`src/hdl/cursor_config.svh`:
```
`ifndef CURSOR_CONFIG_SVH
`define CURSOR_CONFIG_SVH

// framebuffer geometry
`define FB_W 16
`define FB_H 16
`define COORD_W 4

// outline square, corner to corner
`define CURSOR_SIDE 4

// dwell lengths in clock cycles
`define DWELL_WHITE 12
`define DWELL_BLACK 8
`define DWELL_W 8

`define PIX_WHITE 8'd255
`define PIX_BLACK 8'd0

`endif

```
`src/hdl/cursor_pkg.sv`:
```
`default_nettype none

`include "cursor_config.svh"

package cursor_pkg;

  typedef struct packed {
    logic [`COORD_W-1:0] x;
    logic [`COORD_W-1:0] y;
  } coord_t;

  typedef logic [7:0] pixel_t;

  // one framebuffer write
  typedef struct packed {
    logic   valid;
    coord_t addr;
    pixel_t data;
  } pix_wr_t;

  typedef enum logic [1:0] {
    DIR_RIGHT,
    DIR_DOWN,
    DIR_LEFT,
    DIR_UP
  } dir_e;

  typedef struct packed {
    logic load_origin;
    logic step_clear;
    logic paint;
    dir_e dir;
    logic colour_black;
    logic dwell_start;
  } cursor_cmd_t;

  typedef enum logic [3:0] {
    ST_IDLE,
    ST_PAINT,
    ST_CHECK,
    ST_SIDE_CLR,
    ST_DWELL,
    ST_DONE
  } cursor_state_e;

endpackage

`default_nettype wire

```
`src/hdl/cursor_blink_ctrl.sv`:
```
`timescale 1ns/1ps
`default_nettype none

module cursor_blink_ctrl (
  input  wire  logic                    clk,
  input  wire  logic                    rst,
  input  wire  logic                    start,
  input  wire  logic                    side_end,
  input  wire  logic                    dwell_end,
  output cursor_pkg::cursor_cmd_t       cmd,
  output logic                          busy,
  output logic                          done,
  output cursor_pkg::cursor_state_e     state
);

  import cursor_pkg::*;

  // white, black, white, black
  localparam logic [1:0] LAST_PASS = 2'd3;

  logic [1:0] pass_q;
  dir_e       dir_q;

  always_ff @(posedge clk) begin
    if (rst) begin
      state  <= ST_IDLE;
      pass_q <= 2'd0;
      dir_q  <= DIR_RIGHT;
    end else begin
      case (state)
        ST_IDLE: begin
          if (start) begin
            state  <= ST_PAINT;
            pass_q <= 2'd0;
            dir_q  <= DIR_RIGHT;
          end
        end

        ST_PAINT: begin
          state <= ST_CHECK;
        end

        ST_CHECK: begin
          // step count settles during this cycle
          state <= side_end ? ST_SIDE_CLR : ST_PAINT;
        end

        ST_SIDE_CLR: begin
          if (dir_q == DIR_UP) begin
            state <= ST_DWELL; // outline closed, timer armed this cycle
          end else begin
            dir_q <= dir_e'(dir_q + 2'd1);
            state <= ST_PAINT;
          end
        end

        ST_DWELL: begin
          if (dwell_end) begin
            if (pass_q == LAST_PASS) begin
              state <= ST_DONE;
            end else begin
              pass_q <= pass_q + 2'd1;
              dir_q  <= DIR_RIGHT; // walker is back on the origin
              state  <= ST_PAINT;
            end
          end
        end

        ST_DONE: begin
          state <= ST_IDLE;
        end

        default: begin
          state <= ST_IDLE;
        end
      endcase
    end
  end

  always_comb begin
    cmd              = '0;
    cmd.dir          = dir_q;
    cmd.colour_black = pass_q[0]; // odd passes erase
    case (state)
      ST_IDLE: begin
        cmd.load_origin = start;
      end
      ST_PAINT: begin
        cmd.paint = 1'b1;
      end
      ST_SIDE_CLR: begin
        cmd.step_clear  = 1'b1;
        cmd.dwell_start = (dir_q == DIR_UP);
      end
      default: begin
      end
    endcase
  end

  assign busy = (state != ST_IDLE);
  assign done = (state == ST_DONE);

endmodule

`default_nettype wire

```
`src/hdl/cursor_walker.sv`:
```
`timescale 1ns/1ps
`default_nettype none

`include "cursor_config.svh"

module cursor_walker (
  input  wire  logic                    clk,
  input  wire  logic                    rst,
  input  wire  cursor_pkg::cursor_cmd_t cmd,
  input  wire  cursor_pkg::coord_t      origin,
  output logic                          side_end,
  output cursor_pkg::pix_wr_t           wr
);

  import cursor_pkg::*;

  localparam int STEP_W = $clog2(`CURSOR_SIDE);
  localparam logic [STEP_W-1:0] LAST_STEP = STEP_W'(`CURSOR_SIDE - 1);
  localparam logic [`COORD_W-1:0] X_MAX = `COORD_W'(`FB_W - 1);
  localparam logic [`COORD_W-1:0] Y_MAX = `COORD_W'(`FB_H - 1);

  coord_t             pos;
  coord_t             next_pos;
  logic [STEP_W-1:0]  step_cnt;
  logic               wr_valid;
  coord_t             wr_addr;
  pixel_t             wr_data;

  // one pixel move with wrap at the framebuffer edges
  always_comb begin
    next_pos = pos;
    case (cmd.dir)
      DIR_RIGHT: next_pos.x = (pos.x == X_MAX) ? '0 : pos.x + 1'b1;
      DIR_DOWN:  next_pos.y = (pos.y == Y_MAX) ? '0 : pos.y + 1'b1;
      DIR_LEFT:  next_pos.x = (pos.x == '0) ? X_MAX : pos.x - 1'b1;
      DIR_UP:    next_pos.y = (pos.y == '0) ? Y_MAX : pos.y - 1'b1;
      default:   next_pos = pos;
    endcase
  end

  always_ff @(posedge clk) begin
    if (rst) begin
      step_cnt <= '0;
      wr_valid <= 1'b0;
    end else begin
      if (cmd.step_clear || cmd.load_origin) begin
        step_cnt <= '0;
      end else if (cmd.paint) begin
        step_cnt <= step_cnt + 1'b1;
      end
      wr_valid <= cmd.paint;
    end
  end

  always_ff @(posedge clk) begin
    if (cmd.load_origin) begin
      pos <= origin;
    end else if (cmd.paint) begin
      pos <= next_pos;
    end
    if (cmd.paint) begin
      wr_addr <= pos; // write the pixel we stand on, then move
      wr_data <= cmd.colour_black ? `PIX_BLACK : `PIX_WHITE;
    end
  end

  assign side_end = (step_cnt == LAST_STEP);
  assign wr = '{valid: wr_valid, addr: wr_addr, data: wr_data};

endmodule

`default_nettype wire

```
`src/hdl/dwell_timer.sv`:
```
`timescale 1ns/1ps
`default_nettype none

`include "cursor_config.svh"

module dwell_timer (
  input  wire logic clk,
  input  wire logic rst,
  input  wire logic dwell_start,
  input  wire logic colour_black,
  output logic      dwell_end
);

  localparam logic [`DWELL_W-1:0] LOAD_WHITE = `DWELL_W'(`DWELL_WHITE - 1);
  localparam logic [`DWELL_W-1:0] LOAD_BLACK = `DWELL_W'(`DWELL_BLACK - 1);

  logic [`DWELL_W-1:0] cnt;
  logic                running;

  always_ff @(posedge clk) begin
    if (rst) begin
      cnt     <= '0;
      running <= 1'b0;
    end else if (dwell_start) begin
      // restart even when a dwell is already running
      cnt     <= colour_black ? LOAD_BLACK : LOAD_WHITE;
      running <= 1'b1;
    end else if (running) begin
      if (cnt == '0) begin
        running <= 1'b0;
      end else begin
        cnt <= cnt - 1'b1;
      end
    end
  end

  assign dwell_end = running && (cnt == '0); // single cycle, running drops next edge

endmodule

`default_nettype wire

```
`src/hdl/frame_buffer.sv`:
```
`timescale 1ns/1ps
`default_nettype none

`include "cursor_config.svh"

module frame_buffer (
  input  wire  logic                clk,
  input  wire  cursor_pkg::pix_wr_t wr,
  input  wire  cursor_pkg::coord_t  rd_addr,
  output cursor_pkg::pixel_t        rd_data
);

  import cursor_pkg::*;

  // row major, mem[y][x]
  pixel_t mem [`FB_H][`FB_W];

  always_ff @(posedge clk) begin
    if (wr.valid) begin
      mem[wr.addr.y][wr.addr.x] <= wr.data;
    end
  end

  // registered read, old data on a same-cycle write
  always_ff @(posedge clk) begin
    rd_data <= mem[rd_addr.y][rd_addr.x];
  end

endmodule

`default_nettype wire

```
`src/hdl/palette_cursor_top.sv`:
```
`timescale 1ns/1ps
`default_nettype none

module palette_cursor_top (
  input  wire  logic                clk,
  input  wire  logic                rst,
  input  wire  logic                start,
  input  wire  cursor_pkg::coord_t  origin,
  input  wire  cursor_pkg::pix_wr_t host_wr,
  input  wire  cursor_pkg::coord_t  rd_addr,
  output logic                      busy,
  output logic                      done,
  output cursor_pkg::pix_wr_t       cursor_wr,
  output cursor_pkg::pixel_t        rd_data
);

  import cursor_pkg::*;

  cursor_cmd_t cmd;
  logic        side_end;
  logic        dwell_end;
  pix_wr_t     fb_wr;

  cursor_blink_ctrl ctrl0 (
    .clk       (clk),
    .rst       (rst),
    .start     (start),
    .side_end  (side_end),
    .dwell_end (dwell_end),
    .cmd       (cmd),
    .busy      (busy),
    .done      (done),
    .state     ()
  );

  cursor_walker walker0 (
    .clk      (clk),
    .rst      (rst),
    .cmd      (cmd),
    .origin   (origin),
    .side_end (side_end),
    .wr       (cursor_wr)
  );

  dwell_timer timer0 (
    .clk          (clk),
    .rst          (rst),
    .dwell_start  (cmd.dwell_start),
    .colour_black (cmd.colour_black),
    .dwell_end    (dwell_end)
  );

  // cursor owns the write port for the whole run, host writes fall on the floor
  assign fb_wr = busy ? cursor_wr : host_wr;

  frame_buffer fb0 (
    .clk     (clk),
    .wr      (fb_wr),
    .rd_addr (rd_addr),
    .rd_data (rd_data)
  );

endmodule

`default_nettype wire

```
`config.mk`:
```
export PLATFORM = sky130hd
export DESIGN_NAME = palette_cursor_top
export DESIGN_NICKNAME = d
export VERILOG_FILES = /design/src/hdl/cursor_pkg.sv /design/src/hdl/cursor_blink_ctrl.sv /design/src/hdl/cursor_walker.sv /design/src/hdl/dwell_timer.sv /design/src/hdl/frame_buffer.sv /design/src/hdl/palette_cursor_top.sv
export VERILOG_INCLUDE_DIRS = /design/src /design/src/hdl
export SDC_FILE = /design/constraint.sdc
export NUM_CORES = 2
export LEC_CHECK = 0
export BUFFER_PORTS_ARGS = -buffer_cell sky130_fd_sc_hd__buf_4
export CORE_MARGIN = 3
export CORE_UTILIZATION = 60
export DETAILED_ROUTE_END_ITERATION = 7
export GPL_ROUTABILITY_DRIVEN = 0
export MAX_ROUTING_LAYER = met4
export PLACE_DENSITY = 0.76
export SETUP_SLACK_MARGIN = 0.2
export SYNTH_ARGS = -nofsm -noshare
export SYNTH_HDL_FRONTEND = slang
export SYNTH_SLANG_ARGS = --single-unit
```
`constraint.sdc`:
```
create_clock -name clk -period 7 [get_ports clk]
set_input_delay 0.35 -clock clk [delete_from_list [all_inputs] [get_ports clk]]
set_output_delay 0.35 -clock clk [all_outputs]
set_load 0.02 [all_outputs]
```
-- After elaboration in Yosys (flattened, before gate mapping)
Memory sizes are Yosys's and may differ from the RTL's.
Cells that the tools add are included.
Widths: inputs -> output; s select.
- bits in registers: 52
- bits in writable memories: 2048
- bits of input ports: 36
- output and inout port bits: 27
- word-level logic and storage cells: 108
- memories kept: 1
- add/sub/neg operators: 8
- $lt $le $gt $ge: 3
- eq/ne operators: 17
- multiplexer cells: 42
- bitwise gates (word level): 2
- reductions and logical operators: 22
- memory list (name ; depth ; width ; read ports ; clocked after memory_dff ; write ports ; line ; text):
    fb0.mem ; 16 ; 128 ; 1 ; 0 ; 1 ; frame_buffer.sv:16 ; pixel_t mem [`FB_H][`FB_W];
- operator list (operator ; number):
    $mux 128 ; 1
    $mux 8 ; 9
    $bmux 8 s4 ; 1
    $demux 8 s4 ; 1
    $mux 4 ; 7
    $pmux 4 s5 ; 1
    $mux 17 ; 1
    $pmux 4 s2 ; 2
    $mux 2 ; 7
    $logic_not 4->1 ; 3
    $ge 5x5->1 const B ; 2
    $not 4->5 ; 2
    $reduce_bool 3->1 ; 3
    $add 4x1->4 const B ; 2
    $eq 2x2->1 const B ; 4
    $eq 4x2->1 const B ; 2
    $eq 4x3->1 const B ; 2
    $eq 4x4->1 const B ; 2
    $logic_not 8->1 ; 1
    $mux 1 ; 8
    $reduce_and 2->1 ; 4
    $sub 4x1->4 const B ; 2
    $sub 8x1->8 const B ; 1
    $add 2x1->2 const B ; 3
    other kinds (16) ; 23

-- Longest topological paths before layout
- depth after elaboration: 8
- gate-level depth with buffers: 12
- mapped depth without buffers: 8

-- Hierarchy
From an unflattened synthesis, not the netlist that was laid out.
- cell total of the unflattened synthesis: 4009
- area, all modules: 82330.2 um2
- modules (own cells, without submodules) (module ; instances ; cells an instance ; area each (um2)):
    frame_buffer ; 1 ; 3772 ; 79961.7
    cursor_walker ; 1 ; 102 ; 1081.0
    dwell_timer ; 1 ; 65 ; 561.8
    cursor_blink_ctrl ; 1 ; 51 ; 465.4
    palette_cursor_top ; 1 ; 19 ; 260.2

-- Worst setup path after synthesis
OpenSTA, ideal clock, no wires.
- path type: register to register
- start: register ctrl0.state[0]
- end: memory fb0.mem[0][0] in the netlist's numbering, data pin
- setup time: 0.795 ns
- data arrival time: 4.373 ns
- data required time: 6.205 ns
- path slack: 1.832 ns
- stages on the path, launching flop included: 8
- path buffers: 3
- period minus slack after synthesis: 5.168 ns
- cells stage by stage: dfxtp_1 -> buf_2 -> nor3_4 -> inv_2 -> clkbuf_1 -> and2_1 -> clkbuf_1 -> a21o_1
- RTL lines (item ; line ; text):
    start: declaration ; cursor_blink_ctrl.sv:13 ; output cursor_pkg::cursor_state_e state
    start signal: assignment ; cursor_blink_ctrl.sv:45 ; state <= side_end ? ST_SIDE_CLR : ST_PAINT;
    end: declaration ; frame_buffer.sv:16 ;

-- Worst setup path in the final report
- start: register ctrl0.state[2]
- end: memory fb0.mem[5][66] in the netlist's numbering (enable)
- word-level cells in the longest chain between the ends: 8
- ends and longest elaborated chain (item ; line ; text):
    $reduce_bool 4->1 * ; cursor_blink_ctrl.sv:100 ; assign busy = (state != ST_IDLE);
    $mux 17 * ; palette_cursor_top.sv:54 ; assign fb_wr = busy ? cursor_wr : host_wr;
    $not 4->5 (not written as such) ; frame_buffer.sv:20 ; mem[wr.addr.y][wr.addr.x] <= wr.data;
    $ge 5x5->1 (not written as such) / $lt 5x1->1 (equally long branches) ; frame_buffer.sv:20 ;
    $logic_and 1x1->1 (not written as such) ; frame_buffer.sv:20 ;
    $mux 8 (not written as such) ; frame_buffer.sv:20 ;
    $demux 8 s4 ; frame_buffer.sv:20 ;
    $mux 128 (not written as such) ; frame_buffer.sv:20 ;
Every way passes the cells marked *; elsewhere a longest branch is shown, timed or not.

==> summary.md <==
| Metric | Value |
|---|---|
| Status | `finished, violations left` |
| Failing checks | `slew limit` |
| Drt first pass iters | `6` |
| Later-pin clock latency in the skew report | `approximately 0.81 ns` |
| GRT met2 Usage | `44.5%` |
| Root Buffer | `clkbuf_16` |
| Post_cts resized | `0` |
| DRT iter0 DRCs | `roughly 5,700` |
| Clk sink count | `between 2,000 and 2,500` |
| Post-synth top area share | `between 70 and 80%` |
| Reg2reg start | `ctrl0.state[2]$_SDFFE_PP0P_` |
| Global route hottest layer | `met2` |
| Reg2reg end | `fb0.mem[5][66]$_DFFE_PP_` |
| Area leader, netlist | `edfxtp_1` |
| First-pass GRT wire length | `approximately 290,000 um` |
| Post-DP HPWL | `about 110,000 um` |
| DRT antenna net count | `0` |
| Setup crit start kind | `flip-flop` |
| Final nets | `roughly 4,100` |
| Drt wl/cell | `approximately 33 um` |
| Post-synth EDFFs | `around 2,100` |
| Final min period | `around 4.0 ns` |
| Maximum buffer depth of the clock tree | `3` |
| Total power | `approximately 26,000 uW` |
| Worst-margin pin slew | `1.56 ns` |
| Top cells by area, synth | `edfxtp_1, mux4_2, mux2i_1` |
| Max-cap violations | `0` |
| Vias in the first global route | `between 40,000 and 50,000` |
| Die Footprint | `around 140,000 sq um` |
| Hold Buf Count CTS | `9` |
| Main synth FF type | `edfxtp_1` |
| Max FO, Critical Path | `26` |
| Clock Skew | `approximately 0.024 ns` |
| Die height | `around 370 um` |
| RSZ-0062 raised after global routing | `no` |
| Utilization after layout | `between 60 and 70%` |
| Share of cells above drive strength 1 | `a little over a fifth` |
| Peak supply drop | `between 0.3 and 0.4 mV` |
| Fin. Hold Viols | `0` |
| Antenna violations before repair | `7` |
| CORE AREA | `about 130,000 sq um` |
| Cts bufs inserted | `slightly below 200` |
| CTS tree | `yes` |
| Global-route met1 utilization | `about two fifths` |
| Clock Pin Slew Worst Setup and Hold Paths | `approximately 0.06 ns` |
| Hold_sp | `start` |
| Power Dens Cells | `294 nW/um^2` |
| Worst Path Required | `roughly 7.4 ns` |
| Synthesized area | `between 80,000 and 90,000 sq um` |
| Port bufs | `between 60 and 70` |
| Post-Synthesis Cells | `approximately 4,000` |
| # H-tree levels | `4` |
| Sequential share of the synthesized area | `76.6%` |
| Sum Neg Setup Slack | `0 ns` |
| Initial core utilization | `between 60 and 70%` |
| Vias per inst | `6.84` |
| Pin count of the biggest net entering global routing | `around 260` |
| Vias | `between 40,000 and 50,000` |
| Yosys reg bits | `between 2,000 and 2,500` |
| FP Rows | `134` |
| M3 GR Usage | `approximately 6.7%` |
| Syn avg cell area | `20.5 sq um` |
| Ys Warns | `0` |
| Yosys cell types | `73` |
| Worst path arrival time | `approximately 4.5 ns` |
| Most common cell after layout, fill and taps aside | `edfxtp_1` |
| Asr flop ratio synth | `0%` |
| FILL cells | `between 8,000 and 9,000` |
| FF-to-FF setup slack | `~3.0 ns` |
| Tot GR Track Use | `between 20% and 30%` |
| CP Launch Point | `ctrl0.state[2]$_SDFFE_PP0P_` |
| Worst Hold Class | `primary input to flip-flop` |
| Worst r2r path cells | `8` |
| Critical path class | `flip-flop to flip-flop` |
| Static leakage | `roughly 0.028 uW` |
| DRT Wirelength | `around 200,000 um` |
| Area Overhead vs Synth | `9.88%` |
| Period utilization | `roughly 58%` |
| Max Freq | `approximately 250 MHz` |
| Io pins | `63` |
| Slew margin rel. | `-3.79%` |
| CP Capture Type | `flip-flop` |
| Die Wd | `approximately 370 um` |
| Most frequent cells in the layout | `edfxtp_1, mux4_2, nor2_1` |
| WHS Endpoint | `walker0.pos[0]$_DFFE_PP_` |
| Final setup fails | `0` |
| DRC | `0` |
| Post-Syn Nets | `4,026` |
| Remaining global-route overflow | `0` |
| Max Slew Vio Count | `just over 80` |
| # Post-CTS Setup Buffers | `0` |
| Hold Path Depth | `3` |
==> layout make-up <==
| class | count | area (sq um) | share of cell area (%) |
|---|---|---|---|
| diodes | 7 | 17.5 | 0.0195 |
| clock inverters | 111 | 945 | 1.05 |
| inverters | 17 | 63.8 | 0.0711 |
| multi-input cells | 1632 | 17600 | 19.6 |
| clock buffers | 239 | 5150 | 5.74 |
| repair buffers | 131 | 1200 | 1.33 |
| flip-flops and latches | 2092 | 62600 | 69.7 |
| well taps | 1768 | 2210 | 2.47 |
==> sequential cells by signal, indices dropped and copies added, names as in the netlist, 3 cells and up <==
register,flops
ctrl0.state,3
fb0.mem,2048
fb0.rd_data,8
timer0.cnt,8
walker0.pos,8
walker0.wr,8
==> kinds of logic (layout without fill, tap and decap cells) <==
kind of cell    count (synthesis)  count (layout)  synth area share [%]
flops                        2092            2092                  76.6
mux                           595             595                  14.0
simple gates                  536             536                  2.96
compound gates                478             478                  4.07
buf+inv                       254             498                  2.03
fa+ha+maj                      12              12                 0.184
xor+xnor                       11              11                 0.118
other cells                     0               7                     0
==> routing by layer <==
layer / share of wire [%] / vias up
met1: 36 / 21100
met2: 48 / 2700
met3: 12 / 495
li1: - / 16700
met5: 0 / -
met4: 4.5 / 0
==> worst max-delay path, stage by stage, from the launching register on <==
cell	delay, ns
dfxtp_1	0.43
nor3_4	0.23
buf_4	0.34
inv_2	0.21
nand2_1	0.11
nand2_1	0.07
nor2_1	0.68
nand2_1	0.72
nor2_1	0.82
==> metrics by stage <==
| step | instances | instance area (sq um) | hold slack [ns] | setup WS (ns) |
|---|---|---|---|---|
| 2_1_floorplan | 3978 | 81700 | 0.423 | 1.83 |
| 3_3_place_gp | 5631 | 83500 | 0.460 | 2.48 |
| 3_5_place_dp | 5631 | 83500 | 0.499 | 2.47 |
| 4_1_cts | 5990 | 89700 | 0.00344 | 2.97 |
| 5_1_grt | 5994 | 89700 | 0.0854 | 2.77 |
| 6_report | 5997 | 89700 | 0.0575 | 2.95 |
==> power breakdown <==
| group | total [uW] | switching [uW] | internal [uW] |
|---|---|---|---|
| Sequential | 14300 | 55.5 | 14300 |
| Clock | 10200 | 4460 | 5760 |
| Combinational | 1850 | 1380 | 477 |
==> cells in the mapped netlist, drive strengths merged, types with 13 or more instances <==
cell,number
nand2,80
o221ai,35
a22o,16
a21boi,13
o22ai,29
dfxtp,27
a22oi,152
nor2,318
a221oi,22
o21ai,27
edfxtp,2065
mux4,439
mux2i,152
clkbuf,88
nor3,31
a211oi,16
a21oi,116
nor4,29
inv,16
buf,149
nand3,16
nand3b,14
==> worst max path at each step <==
stage	slack (ns)	cells after the start	endpoint
floorplan	1.83	7	fb0.mem[0][0]$_DFFE_PP_
global placement	2.48	8	fb0.rd_data[7]$_DFF_P_
detailed placement	2.47	8	fb0.rd_data[7]$_DFF_P_
CTS	2.97	8	fb0.mem[5][69]$_DFFE_PP_
global route	2.77	8	fb0.mem[7][77]$_DFFE_PP_
finish	2.95	8	fb0.mem[5][66]$_DFFE_PP_
Power figures use the tool's default switching activity.
